## config.mk

```make
export PLATFORM = sky130hd
export DESIGN_NAME = exu_alu
export DESIGN_NICKNAME = d
export VERILOG_FILES = /design/src/alu_pkg.sv /design/src/alu_req_if.sv /design/src/alu_dispatch.sv /design/src/alu_rglr.sv /design/src/alu_bjp.sv /design/src/alu_dpath.sv /design/src/alu_wbck_cmt.sv /design/src/exu_alu.sv
export SDC_FILE = /design/constraint.sdc
export NUM_CORES = 1
export LEC_CHECK = 0
export BUFFER_PORTS_ARGS = -buffer_cell sky130_fd_sc_hd__buf_2
export CAP_MARGIN = 40
export CORE_MARGIN = 3
export CORE_UTILIZATION = 30
export CTS_BUF_LIST = sky130_fd_sc_hd__clkbuf_8
export DETAILED_ROUTE_END_ITERATION = 8
export GPL_TIMING_DRIVEN = 0
export PLACE_DENSITY = 0.48
export SYNTH_ARGS = -nofsm -noshare
export SYNTH_HDL_FRONTEND = slang
export SYNTH_HIERARCHICAL = 1
export SYNTH_SLANG_ARGS = --single-unit
```

## constraint.sdc

```tcl
create_clock -name clk -period 6.5 [get_ports clk]
set_input_delay 0.65 -clock clk [delete_from_list [all_inputs] [get_ports clk]]
set_output_delay 0.65 -clock clk [all_outputs]
set_load 0.02 [all_outputs]
```

## src/alu_pkg.sv

```systemverilog
package alu_pkg;

  ////////////////////////////////////////////////////////////
  // Widths
  ////////////////////////////////////////////////////////////
  localparam int XLEN       = 32;
  localparam int PC_W       = 32;
  localparam int RFIDX_W    = 5;
  localparam int DECINFO_W  = 8;
  localparam int CODE_W     = 4;
  localparam int DPATH_OP_W = 5;

  typedef logic [XLEN-1:0]       xlen_t;
  typedef logic [PC_W-1:0]       pc_t;
  typedef logic [RFIDX_W-1:0]    rfidx_t;
  typedef logic [DECINFO_W-1:0]  decinfo_t;
  typedef logic [CODE_W-1:0]     alu_code_t;
  typedef logic [CODE_W-1:0]     bjp_code_t;
  typedef logic [DPATH_OP_W-1:0] dpath_op_t;

  ////////////////////////////////////////////////////////////
  // Decode info layout
  ////////////////////////////////////////////////////////////
  localparam int DECINFO_GRP_LSB = 0;
  localparam int DECINFO_GRP_W   = 2;
  localparam int DECINFO_OP_LSB  = 2;
  localparam int DECINFO_OP_W    = CODE_W;
  localparam int DECINFO_OP2IMM  = 6;
  localparam int DECINFO_BPRDT   = 7;

  // Groups 2 and 3 are reserved
  localparam logic [DECINFO_GRP_W-1:0] GRP_ALU = 2'd0;
  localparam logic [DECINFO_GRP_W-1:0] GRP_BJP = 2'd1;

  // Regular ALU codes, 11..15 fall back to add
  localparam alu_code_t ALU_ADD  = 4'd0;
  localparam alu_code_t ALU_SUB  = 4'd1;
  localparam alu_code_t ALU_XOR  = 4'd2;
  localparam alu_code_t ALU_SLL  = 4'd3;
  localparam alu_code_t ALU_SRL  = 4'd4;
  localparam alu_code_t ALU_SRA  = 4'd5;
  localparam alu_code_t ALU_OR   = 4'd6;
  localparam alu_code_t ALU_AND  = 4'd7;
  localparam alu_code_t ALU_SLT  = 4'd8;
  localparam alu_code_t ALU_SLTU = 4'd9;
  localparam alu_code_t ALU_LUI  = 4'd10;

  // Branch codes, 7..15 fall back to jal
  localparam bjp_code_t BJP_JAL  = 4'd0;
  localparam bjp_code_t BJP_BEQ  = 4'd1;
  localparam bjp_code_t BJP_BNE  = 4'd2;
  localparam bjp_code_t BJP_BLT  = 4'd3;
  localparam bjp_code_t BJP_BGE  = 4'd4;
  localparam bjp_code_t BJP_BLTU = 4'd5;
  localparam bjp_code_t BJP_BGEU = 4'd6;

  ////////////////////////////////////////////////////////////
  // Shared datapath operations
  ////////////////////////////////////////////////////////////
  localparam dpath_op_t DP_ADD  = 5'd0;
  localparam dpath_op_t DP_SUB  = 5'd1;
  localparam dpath_op_t DP_XOR  = 5'd2;
  localparam dpath_op_t DP_SLL  = 5'd3;
  localparam dpath_op_t DP_SRL  = 5'd4;
  localparam dpath_op_t DP_SRA  = 5'd5;
  localparam dpath_op_t DP_OR   = 5'd6;
  localparam dpath_op_t DP_AND  = 5'd7;
  localparam dpath_op_t DP_SLT  = 5'd8;
  localparam dpath_op_t DP_SLTU = 5'd9;
  localparam dpath_op_t DP_LUI  = 5'd10;
  // Compares return 1 or 0
  localparam dpath_op_t DP_EQ   = 5'd11;
  localparam dpath_op_t DP_NE   = 5'd12;
  localparam dpath_op_t DP_LT   = 5'd13;
  localparam dpath_op_t DP_GE   = 5'd14;
  localparam dpath_op_t DP_LTU  = 5'd15;
  localparam dpath_op_t DP_GEU  = 5'd16;

  // Instruction size for the link address
  localparam pc_t PC_STEP = 32'd4;

endpackage

```

## src/alu_req_if.sv

```systemverilog
`timescale 1ns/1ps

interface alu_req_if;

  // Request side
  logic                 req;
  alu_pkg::dpath_op_t   op;
  alu_pkg::xlen_t       op1;
  alu_pkg::xlen_t       op2;
  // Result side, compares give 0 or 1
  alu_pkg::xlen_t       res;

  modport requester (
    output req,
    output op,
    output op1,
    output op2,
    input  res
  );

  modport dpath (
    input  req,
    input  op,
    input  op1,
    input  op2,
    output res
  );

endinterface

```

## src/alu_dispatch.sv

```systemverilog
`timescale 1ns/1ps

module alu_dispatch (
  input  alu_pkg::decinfo_t i_info,
  input  logic              i_ilegl,
  input  alu_pkg::xlen_t    i_rs1,
  input  alu_pkg::xlen_t    i_rs2,
  input  alu_pkg::xlen_t    i_imm,
  input  alu_pkg::pc_t      i_pc,
  output logic              o_alu_sel,
  output logic              o_bjp_sel,
  output logic              o_excp,
  output alu_pkg::xlen_t    o_alu_rs1,
  output alu_pkg::xlen_t    o_alu_rs2,
  output alu_pkg::xlen_t    o_alu_imm,
  output alu_pkg::xlen_t    o_bjp_rs1,
  output alu_pkg::xlen_t    o_bjp_rs2,
  output alu_pkg::pc_t      o_bjp_pc
);

  logic [alu_pkg::DECINFO_GRP_W-1:0] grp;
  logic                              grp_alu;
  logic                              grp_bjp;

  ////////////////////////////////////////////////////////////
  // Group decode
  ////////////////////////////////////////////////////////////
  assign grp     = i_info[alu_pkg::DECINFO_GRP_LSB +: alu_pkg::DECINFO_GRP_W];
  assign grp_alu = (grp == alu_pkg::GRP_ALU);
  assign grp_bjp = (grp == alu_pkg::GRP_BJP);

  // Fetch-side illegal or reserved group goes down the exception path
  assign o_excp    = i_ilegl | ~(grp_alu | grp_bjp);
  // At most one unit, never both
  assign o_alu_sel = ~i_ilegl & grp_alu;
  assign o_bjp_sel = ~i_ilegl & grp_bjp;

  ////////////////////////////////////////////////////////////
  // Operand gating
  ////////////////////////////////////////////////////////////
  // Idle unit sees zeros, keeps its logic quiet
  assign o_alu_rs1 = {alu_pkg::XLEN{o_alu_sel}} & i_rs1;
  assign o_alu_rs2 = {alu_pkg::XLEN{o_alu_sel}} & i_rs2;
  assign o_alu_imm = {alu_pkg::XLEN{o_alu_sel}} & i_imm;

  assign o_bjp_rs1 = {alu_pkg::XLEN{o_bjp_sel}} & i_rs1;
  assign o_bjp_rs2 = {alu_pkg::XLEN{o_bjp_sel}} & i_rs2;
  assign o_bjp_pc  = {alu_pkg::PC_W{o_bjp_sel}} & i_pc;

endmodule

```

## src/alu_rglr.sv

```systemverilog
`timescale 1ns/1ps

module alu_rglr (
  input  logic               i_sel,
  input  alu_pkg::alu_code_t i_code,
  input  logic               i_op2imm,
  input  alu_pkg::xlen_t     i_rs1,
  input  alu_pkg::xlen_t     i_rs2,
  input  alu_pkg::xlen_t     i_imm,
  alu_req_if.requester       o_req,
  output alu_pkg::xlen_t     o_wdat
);

  logic is_lui;

  // Code to datapath op
  always_comb begin
    case (i_code)
      alu_pkg::ALU_SUB:  o_req.op = alu_pkg::DP_SUB;
      alu_pkg::ALU_XOR:  o_req.op = alu_pkg::DP_XOR;
      alu_pkg::ALU_SLL:  o_req.op = alu_pkg::DP_SLL;
      alu_pkg::ALU_SRL:  o_req.op = alu_pkg::DP_SRL;
      alu_pkg::ALU_SRA:  o_req.op = alu_pkg::DP_SRA;
      alu_pkg::ALU_OR:   o_req.op = alu_pkg::DP_OR;
      alu_pkg::ALU_AND:  o_req.op = alu_pkg::DP_AND;
      alu_pkg::ALU_SLT:  o_req.op = alu_pkg::DP_SLT;
      alu_pkg::ALU_SLTU: o_req.op = alu_pkg::DP_SLTU;
      alu_pkg::ALU_LUI:  o_req.op = alu_pkg::DP_LUI;
      // ALU_ADD and the unused codes
      default:           o_req.op = alu_pkg::DP_ADD;
    endcase
  end

  assign is_lui = (i_code == alu_pkg::ALU_LUI);

  // LUI rides the adder as imm + 0
  assign o_req.op1 = is_lui ? i_imm : i_rs1;
  assign o_req.op2 = is_lui   ? '0 :
                     i_op2imm ? i_imm : i_rs2;

  assign o_req.req = i_sel;
  assign o_wdat    = o_req.res;

endmodule

```

## src/alu_bjp.sv

```systemverilog
`timescale 1ns/1ps

module alu_bjp (
  input  logic               i_sel,
  input  alu_pkg::bjp_code_t i_code,
  input  logic               i_prdt,
  input  alu_pkg::xlen_t     i_rs1,
  input  alu_pkg::xlen_t     i_rs2,
  input  alu_pkg::pc_t       i_pc,
  alu_req_if.requester       o_req,
  output alu_pkg::xlen_t     o_wdat,
  output logic               o_cmt_bjp,
  output logic               o_cmt_prdt,
  output logic               o_cmt_rslv
);

  logic is_cond;

  ////////////////////////////////////////////////////////////
  // Compare request
  ////////////////////////////////////////////////////////////
  always_comb begin
    is_cond  = 1'b1;
    o_req.op = alu_pkg::DP_EQ;
    case (i_code)
      alu_pkg::BJP_BEQ:  o_req.op = alu_pkg::DP_EQ;
      alu_pkg::BJP_BNE:  o_req.op = alu_pkg::DP_NE;
      alu_pkg::BJP_BLT:  o_req.op = alu_pkg::DP_LT;
      alu_pkg::BJP_BGE:  o_req.op = alu_pkg::DP_GE;
      alu_pkg::BJP_BLTU: o_req.op = alu_pkg::DP_LTU;
      alu_pkg::BJP_BGEU: o_req.op = alu_pkg::DP_GEU;
      // JAL and codes past BGEU, unconditional
      default:           is_cond  = 1'b0;
    endcase
  end

  // Datapath only needed for a real compare
  assign o_req.req = i_sel & is_cond;
  assign o_req.op1 = i_rs1;
  assign o_req.op2 = i_rs2;

  ////////////////////////////////////////////////////////////
  // Link address and commit flags
  ////////////////////////////////////////////////////////////
  // Own adder, the shared one is busy with the compare
  assign o_wdat = i_pc + alu_pkg::PC_STEP;

  assign o_cmt_bjp  = i_sel;
  assign o_cmt_prdt = i_sel & i_prdt;
  assign o_cmt_rslv = i_sel & (is_cond ? o_req.res[0] : 1'b1);

endmodule

```

## src/alu_dpath.sv

```systemverilog
`timescale 1ns/1ps

module alu_dpath (
  alu_req_if.dpath i_alu,
  alu_req_if.dpath i_bjp
);

  alu_pkg::dpath_op_t         op;
  alu_pkg::xlen_t             op1;
  alu_pkg::xlen_t             op2;
  alu_pkg::xlen_t             res;
  logic                       signed_cmp;
  logic                       unsigned_cmp;
  logic                       adder_sub;
  logic [alu_pkg::XLEN:0]     add_a;
  logic [alu_pkg::XLEN:0]     add_b;
  logic [alu_pkg::XLEN:0]     add_res;
  alu_pkg::xlen_t             xor_res;
  logic [4:0]                 shamt;
  logic                       lt;
  logic                       eq;

  ////////////////////////////////////////////////////////////
  // Requester mux
  ////////////////////////////////////////////////////////////
  // AND-OR mux, dispatch keeps the two reqs exclusive
  assign op  = ({alu_pkg::DPATH_OP_W{i_alu.req}} & i_alu.op)
             | ({alu_pkg::DPATH_OP_W{i_bjp.req}} & i_bjp.op);
  assign op1 = ({alu_pkg::XLEN{i_alu.req}} & i_alu.op1)
             | ({alu_pkg::XLEN{i_bjp.req}} & i_bjp.op1);
  assign op2 = ({alu_pkg::XLEN{i_alu.req}} & i_alu.op2)
             | ({alu_pkg::XLEN{i_bjp.req}} & i_bjp.op2);

  ////////////////////////////////////////////////////////////
  // Adder
  ////////////////////////////////////////////////////////////
  assign signed_cmp   = (op == alu_pkg::DP_SLT) | (op == alu_pkg::DP_LT)
                      | (op == alu_pkg::DP_GE);
  assign unsigned_cmp = (op == alu_pkg::DP_SLTU) | (op == alu_pkg::DP_LTU)
                      | (op == alu_pkg::DP_GEU);
  assign adder_sub    = (op == alu_pkg::DP_SUB) | signed_cmp | unsigned_cmp;

  // One extra bit, sign for signed compares, zero otherwise
  assign add_a = {signed_cmp & op1[alu_pkg::XLEN-1], op1};
  assign add_b = {signed_cmp & op2[alu_pkg::XLEN-1], op2};
  // Subtract as a + ~b + 1
  assign add_res = add_a + (add_b ^ {(alu_pkg::XLEN+1){adder_sub}})
                 + {{alu_pkg::XLEN{1'b0}}, adder_sub};

  // Top bit of the difference is the less-than flag
  assign lt = add_res[alu_pkg::XLEN];

  // Equality from the xor, not the adder
  assign xor_res = op1 ^ op2;
  assign eq      = (xor_res == '0);

  // RV32 shifts use five bits only
  assign shamt = op2[4:0];

  ////////////////////////////////////////////////////////////
  // Result select
  ////////////////////////////////////////////////////////////
  always_comb begin
    case (op)
      alu_pkg::DP_XOR:  res = xor_res;
      alu_pkg::DP_SLL:  res = op1 << shamt;
      alu_pkg::DP_SRL:  res = op1 >> shamt;
      alu_pkg::DP_SRA:  res = $signed(op1) >>> shamt;
      alu_pkg::DP_OR:   res = op1 | op2;
      alu_pkg::DP_AND:  res = op1 & op2;
      alu_pkg::DP_SLT,
      alu_pkg::DP_SLTU,
      alu_pkg::DP_LT,
      alu_pkg::DP_LTU:  res = {{(alu_pkg::XLEN-1){1'b0}}, lt};
      alu_pkg::DP_GE,
      alu_pkg::DP_GEU:  res = {{(alu_pkg::XLEN-1){1'b0}}, ~lt};
      alu_pkg::DP_EQ:   res = {{(alu_pkg::XLEN-1){1'b0}}, eq};
      alu_pkg::DP_NE:   res = {{(alu_pkg::XLEN-1){1'b0}}, ~eq};
      // Add, sub and lui
      default:          res = add_res[alu_pkg::XLEN-1:0];
    endcase
  end

  // Same result to both, only the requester samples it
  assign i_alu.res = res;
  assign i_bjp.res = res;

endmodule

```

## src/alu_wbck_cmt.sv

```systemverilog
`timescale 1ns/1ps

module alu_wbck_cmt (
  input  logic            clk,
  input  logic            i_rst_n,
  input  logic            i_valid,
  output logic            o_ready,
  input  logic            i_alu_sel,
  input  logic            i_bjp_sel,
  input  logic            i_excp,
  input  alu_pkg::xlen_t  i_alu_wdat,
  input  alu_pkg::xlen_t  i_bjp_wdat,
  input  logic            i_bjp_cmt,
  input  logic            i_bjp_prdt,
  input  logic            i_bjp_rslv,
  input  logic            i_rdwen,
  input  alu_pkg::rfidx_t i_rdidx,
  input  alu_pkg::pc_t    i_pc,
  input  logic            i_pc_vld,
  input  alu_pkg::xlen_t  i_imm,
  output logic            o_cmt_valid,
  input  logic            i_cmt_ready,
  output logic            o_cmt_pc_vld,
  output alu_pkg::pc_t    o_cmt_pc,
  output alu_pkg::xlen_t  o_cmt_imm,
  output logic            o_cmt_bjp,
  output logic            o_cmt_bjp_prdt,
  output logic            o_cmt_bjp_rslv,
  output logic            o_cmt_ilegl,
  output logic            o_wbck_valid,
  input  logic            i_wbck_ready,
  output alu_pkg::xlen_t  o_wbck_wdat,
  output alu_pkg::rfidx_t o_wbck_rdidx
);

  alu_pkg::xlen_t wdat;
  logic           vld_q;
  logic           rdwen_q;
  logic           excp_q;
  logic           need_wbck;
  logic           accept;
  logic           retire;

  // Exception writes zero, else the selected unit
  assign wdat = i_excp ? '0 :
                ({alu_pkg::XLEN{i_alu_sel}} & i_alu_wdat)
              | ({alu_pkg::XLEN{i_bjp_sel}} & i_bjp_wdat);

  ////////////////////////////////////////////////////////////
  // Joint commit and write-back handshake
  ////////////////////////////////////////////////////////////
  assign need_wbck = rdwen_q & ~excp_q;

  // Each channel waits on the other's ready
  assign o_cmt_valid  = vld_q & (need_wbck ? i_wbck_ready : 1'b1);
  assign o_wbck_valid = vld_q & need_wbck & i_cmt_ready;

  assign retire  = vld_q & i_cmt_ready & (need_wbck ? i_wbck_ready : 1'b1);
  // Free slot or slot draining this cycle
  assign o_ready = ~vld_q | retire;
  assign accept  = i_valid & o_ready;

  always_ff @(posedge clk) begin
    if (!i_rst_n) begin
      vld_q <= 1'b0;
    end else if (accept) begin
      vld_q <= 1'b1;
    end else if (retire) begin
      vld_q <= 1'b0;
    end
  end

  // Entry payload, loaded only on accept
  always_ff @(posedge clk) begin
    if (accept) begin
      rdwen_q        <= i_rdwen;
      excp_q         <= i_excp;
      o_wbck_wdat    <= wdat;
      o_wbck_rdidx   <= i_rdidx;
      o_cmt_pc       <= i_pc;
      o_cmt_pc_vld   <= i_pc_vld;
      o_cmt_imm      <= i_imm;
      o_cmt_bjp      <= i_bjp_cmt;
      o_cmt_bjp_prdt <= i_bjp_prdt;
      o_cmt_bjp_rslv <= i_bjp_rslv;
    end
  end

  assign o_cmt_ilegl = excp_q;

endmodule

```

## src/exu_alu.sv

```systemverilog
`timescale 1ns/1ps

module exu_alu (
  input  logic              clk,
  input  logic              i_rst_n,
  // Dispatch side
  input  logic              i_valid,
  output logic              o_ready,
  input  alu_pkg::xlen_t    i_rs1,
  input  alu_pkg::xlen_t    i_rs2,
  input  alu_pkg::xlen_t    i_imm,
  input  alu_pkg::decinfo_t i_info,
  input  alu_pkg::pc_t      i_pc,
  input  logic              i_pc_vld,
  input  alu_pkg::rfidx_t   i_rdidx,
  input  logic              i_rdwen,
  input  logic              i_ilegl,
  // Commit channel
  output logic              o_cmt_valid,
  input  logic              i_cmt_ready,
  output logic              o_cmt_pc_vld,
  output alu_pkg::pc_t      o_cmt_pc,
  output alu_pkg::xlen_t    o_cmt_imm,
  output logic              o_cmt_bjp,
  output logic              o_cmt_bjp_prdt,
  output logic              o_cmt_bjp_rslv,
  output logic              o_cmt_ilegl,
  // Write-back channel
  output logic              o_wbck_valid,
  input  logic              i_wbck_ready,
  output alu_pkg::xlen_t    o_wbck_wdat,
  output alu_pkg::rfidx_t   o_wbck_rdidx
);

  logic           alu_sel;
  logic           bjp_sel;
  logic           excp;
  alu_pkg::xlen_t alu_rs1;
  alu_pkg::xlen_t alu_rs2;
  alu_pkg::xlen_t alu_imm;
  alu_pkg::xlen_t bjp_rs1;
  alu_pkg::xlen_t bjp_rs2;
  alu_pkg::pc_t   bjp_pc;
  alu_pkg::xlen_t alu_wdat;
  alu_pkg::xlen_t bjp_wdat;
  logic           bjp_cmt;
  logic           bjp_prdt;
  logic           bjp_rslv;

  // Unit to datapath links
  alu_req_if alu_req ();
  alu_req_if bjp_req ();

  ////////////////////////////////////////////////////////////
  // Dispatch and units
  ////////////////////////////////////////////////////////////
  alu_dispatch alu_dispatch_i (
    .i_info    (i_info),
    .i_ilegl   (i_ilegl),
    .i_rs1     (i_rs1),
    .i_rs2     (i_rs2),
    .i_imm     (i_imm),
    .i_pc      (i_pc),
    .o_alu_sel (alu_sel),
    .o_bjp_sel (bjp_sel),
    .o_excp    (excp),
    .o_alu_rs1 (alu_rs1),
    .o_alu_rs2 (alu_rs2),
    .o_alu_imm (alu_imm),
    .o_bjp_rs1 (bjp_rs1),
    .o_bjp_rs2 (bjp_rs2),
    .o_bjp_pc  (bjp_pc)
  );

  // Both units read the same op field
  alu_rglr alu_rglr_i (
    .i_sel    (alu_sel),
    .i_code   (i_info[alu_pkg::DECINFO_OP_LSB +: alu_pkg::DECINFO_OP_W]),
    .i_op2imm (i_info[alu_pkg::DECINFO_OP2IMM]),
    .i_rs1    (alu_rs1),
    .i_rs2    (alu_rs2),
    .i_imm    (alu_imm),
    .o_req    (alu_req.requester),
    .o_wdat   (alu_wdat)
  );

  alu_bjp alu_bjp_i (
    .i_sel      (bjp_sel),
    .i_code     (i_info[alu_pkg::DECINFO_OP_LSB +: alu_pkg::DECINFO_OP_W]),
    .i_prdt     (i_info[alu_pkg::DECINFO_BPRDT]),
    .i_rs1      (bjp_rs1),
    .i_rs2      (bjp_rs2),
    .i_pc       (bjp_pc),
    .o_req      (bjp_req.requester),
    .o_wdat     (bjp_wdat),
    .o_cmt_bjp  (bjp_cmt),
    .o_cmt_prdt (bjp_prdt),
    .o_cmt_rslv (bjp_rslv)
  );

  alu_dpath alu_dpath_i (
    .i_alu (alu_req.dpath),
    .i_bjp (bjp_req.dpath)
  );

  ////////////////////////////////////////////////////////////
  // Output stage
  ////////////////////////////////////////////////////////////
  alu_wbck_cmt alu_wbck_cmt_i (
    .clk            (clk),
    .i_rst_n        (i_rst_n),
    .i_valid        (i_valid),
    .o_ready        (o_ready),
    .i_alu_sel      (alu_sel),
    .i_bjp_sel      (bjp_sel),
    .i_excp         (excp),
    .i_alu_wdat     (alu_wdat),
    .i_bjp_wdat     (bjp_wdat),
    .i_bjp_cmt      (bjp_cmt),
    .i_bjp_prdt     (bjp_prdt),
    .i_bjp_rslv     (bjp_rslv),
    .i_rdwen        (i_rdwen),
    .i_rdidx        (i_rdidx),
    .i_pc           (i_pc),
    .i_pc_vld       (i_pc_vld),
    .i_imm          (i_imm),
    .o_cmt_valid    (o_cmt_valid),
    .i_cmt_ready    (i_cmt_ready),
    .o_cmt_pc_vld   (o_cmt_pc_vld),
    .o_cmt_pc       (o_cmt_pc),
    .o_cmt_imm      (o_cmt_imm),
    .o_cmt_bjp      (o_cmt_bjp),
    .o_cmt_bjp_prdt (o_cmt_bjp_prdt),
    .o_cmt_bjp_rslv (o_cmt_bjp_rslv),
    .o_cmt_ilegl    (o_cmt_ilegl),
    .o_wbck_valid   (o_wbck_valid),
    .i_wbck_ready   (i_wbck_ready),
    .o_wbck_wdat    (o_wbck_wdat),
    .o_wbck_rdidx   (o_wbck_rdidx)
  );

endmodule

```

==> run summary <==
DR vias: 18600
Sink Count: 108
WHS Endpoint: alu_wbck_cmt_i/o_wbck_rdidx[1]
Crit path capture type: flop
Crit-path max FO: 10
Nets: 2555
Relative slew slack: 32.7%
Design area: 0.0208 mm²
Final HPWL from detailed placement: 82200 µm
Pre-antenna DRT Iters: 6
Total CTS buffers: 9
Cell row count: 88
Clock root buffer: clkbuf_8
# IOs: 258
Mapped Nets: 2265
Hold Path Class: in2reg
Initial antenna violation count: 6
Filler Cell Count: 6157
Post-DP Area: 0.0204 mm²
Via density: 6.04
Die width: 250 µm
Hold path cells: 1
Hold Path Origin: i_rdidx[1]
Share of cells above drive strength 1: 31.6%
Final slew viol count: 0
CTS H-Tree Depth: 3
Antenna Nets Post-Route: 0
CTS max path bufs: 2
GP Congestion: 0.989
Finished Core Util: 35.6%
First-pass GRT wire length: 140000 µm
Max stage delay on crit path: 0.51 ns
Post-Syn Instances: 2018
DRC: 0
Total Wirelength: 99400 µm
Post-synthesis area per instance: 8.85 µm²
Reg2reg setup slack: 4.40 ns
Max Clock Freq: 157 MHz
Kind of critical path: in2reg
Total global-route track usage: 30.8%
Reg2reg start: alu_wbck_cmt_i/rdwen_q
Max Cap Viol: 0
Worst EP required: 6.72 ns
Final Cycle Share: 98.2%
Critical Path Start Type: input port
Drt initial violations: 1887
P per Cell Area: 108 mW/mm²
Final setup violation count: 0
Core area: 0.0584 mm²
GRT overflow: 0
Slowest cell on the critical path: nor2_1
Number of global-route vias before repair: 18700
Largest net degree at the start of global routing: 30
Clk_lat worst skew: 0.50 ns
Overall die area: 0.0625 mm²
Least-Margin Pin Slew: 1.01 ns
Leak: 0.00851 µW
Final hold vios: 0
CTS tree: built
Synth Cell Area: 0.0179 mm²
Layout Skew: 0.0298 ns
Worst r2r path cells: 5
Reg clk slew, reported paths: 0.16 ns
Synth warn: 6
Peak VDD IR: 0.0989 mV
Die Y: 250 µm
Initial Util: 30.6%
Worst r2r dst: alu_wbck_cmt_i/o_cmt_imm[8]
Synth-to-Final Area Change: 16.2%
Drt wl/cell: 32.3 µm
PortBufs: 253
Data arrival, critical path: 6.61 ns
RSZ-0062 raised after global routing: false
Status: finished clean
Crit path time final: 6.39 ns
Crit-path most repeated cell: buf_4
CP Cell Sequence: buf_4, buf_2, nor3b_4, nor4b_4, buf_6, buf_6, clkbuf_4, a22o_4, inv_2, buf_4, buf_2, clkbuf_4, xnor2_1, ha_1, nor2_1, o211ai_2, a2111oi_4, buf_4, nor4_1, mux2i_1, a221o_1, buf_4, a22oi_1, nor2_1
-- cell type report --
type	count	area, µm²	share of cell area, %
clock buffers	9	124	0.596
well taps	765	957	4.61
inverters	80	304	1.46
flip-flops and latches	108	3230	15.6
diodes	1	2.50	0.0120
clock inverters	7	86.3	0.416
repair buffers	285	1590	7.67
plain buffers	279	1940	9.32
multi-input cells	1545	12500	60.3
-- registers in the layout (all words and copies together), names as in the netlist --
register,count
alu_wbck_cmt_i/rdwen_q,1
alu_wbck_cmt_i/o_cmt_bjp,1
alu_wbck_cmt_i/o_wbck_rdidx,5
alu_wbck_cmt_i/vld_q,1
alu_wbck_cmt_i/o_cmt_pc_vld,1
alu_wbck_cmt_i/o_cmt_bjp_rslv,1
alu_wbck_cmt_i/o_cmt_pc,32
alu_wbck_cmt_i/o_cmt_imm,32
alu_wbck_cmt_i/o_cmt_ilegl,1
alu_wbck_cmt_i/o_cmt_bjp_prdt,1
alu_wbck_cmt_i/o_wbck_wdat,32
-- timing repair --
action | CTS | global route
gates resized for setup | 23 | 15
pin swaps | 1 | 4
endpoints found under the setup margin | 14 | 9
hold buffers | 0 | 0
setup buffers | 3 | 2
-- critical path, delay by kind of cell --
| kind | cells | cell delay, ns |
|---|---|---|
| buf+inv | 11 | 2.63 |
| compound gates | 5 | 1.79 |
| simple gates | 5 | 0.88 |
| fa+ha+maj | 1 | 0.25 |
| mux | 1 | 0.23 |
| xor+xnor | 1 | 0.09 |
-- layout by cell type, fill, tap and decap left out, types with 12 or more instances in the layout --
master / instances
inv_1: 74
mux2_4: 14
nor3_1: 30
clkbuf_8: 12
buf_2: 322
edfxtp_1: 107
a21oi_1: 91
and4bb_2: 48
nor4bb_2: 13
a221oi_1: 14
nor4b_1: 92
o21ai_0: 87
and4bb_1: 32
xnor2_1: 63
mux2_2: 22
o21a_1: 14
a22oi_1: 71
nor4_1: 17
xor2_1: 14
a31oi_1: 14
mux2i_1: 104
nand4_1: 19
a21o_1: 13
nand2_1: 121
clkbuf_1: 34
ha_1: 97
nor2_1: 168
buf_4: 139
a22o_1: 37
and3_1: 18
buf_6: 42
nand3_1: 37
mux4_2: 39
o211ai_1: 31
a211oi_1: 23
-- power breakdown --
group / internal [µW] / switching (µW)
logic: 344 / 562
registers: 825 / 11.9
clock network: 157 / 338
-- worst max path at each step --
stage	endpoint	cells past startpoint	slack, ns	startpoint
2_1_floorplan	alu_wbck_cmt_i/o_wbck_wdat[25]	26	0.28	i_info[1]
3_3_place_gp	alu_wbck_cmt_i/o_cmt_bjp_rslv	25	-3.02	i_info[1]
3_5_place_dp	alu_wbck_cmt_i/o_cmt_bjp_rslv	22	-1.22	i_info[1]
4_1_cts	alu_wbck_cmt_i/o_wbck_wdat[30]	26	0.008	i_info[1]
5_1_grt	alu_wbck_cmt_i/o_cmt_bjp_rslv	25	0.04	i_info[1]
6_report	alu_wbck_cmt_i/o_wbck_wdat[25]	24	0.11	i_info[1]
-- stage by stage --
| step | TNS, ns | worst slack, ns | cells | hold WS (ns) | total power, µW |
|---|---|---|---|---|---|
| 6_report | 0 | 0.114 | 3079 | 0.317 | 2240 |
| 5_1_grt | 0 | 0.0403 | 3078 | 0.300 | 2330 |
| 4_1_cts | 0 | 0.00839 | 3080 | 0.286 | 2250 |
| 3_5_place_dp | -13.48 | -1.22 | 3063 | 0.715 | 1740 |
| 3_3_place_gp | -72.16 | -3.02 | 3036 | 0.642 | 1720 |
| 2_1_floorplan | 0 | 0.281 | 2018 | 0.617 | 1390 |
-- per-layer routing --
metal	up-vias	part of all wire [%]	track usage (%)
li1	8235	-	-
met1	9227	41	39.0
met2	949	47	51.6
met3	191	7.2	4.92
met4	0	5.2	13.7
met5	-	0	0
Note: power is estimated with default switching activity, not from simulation.
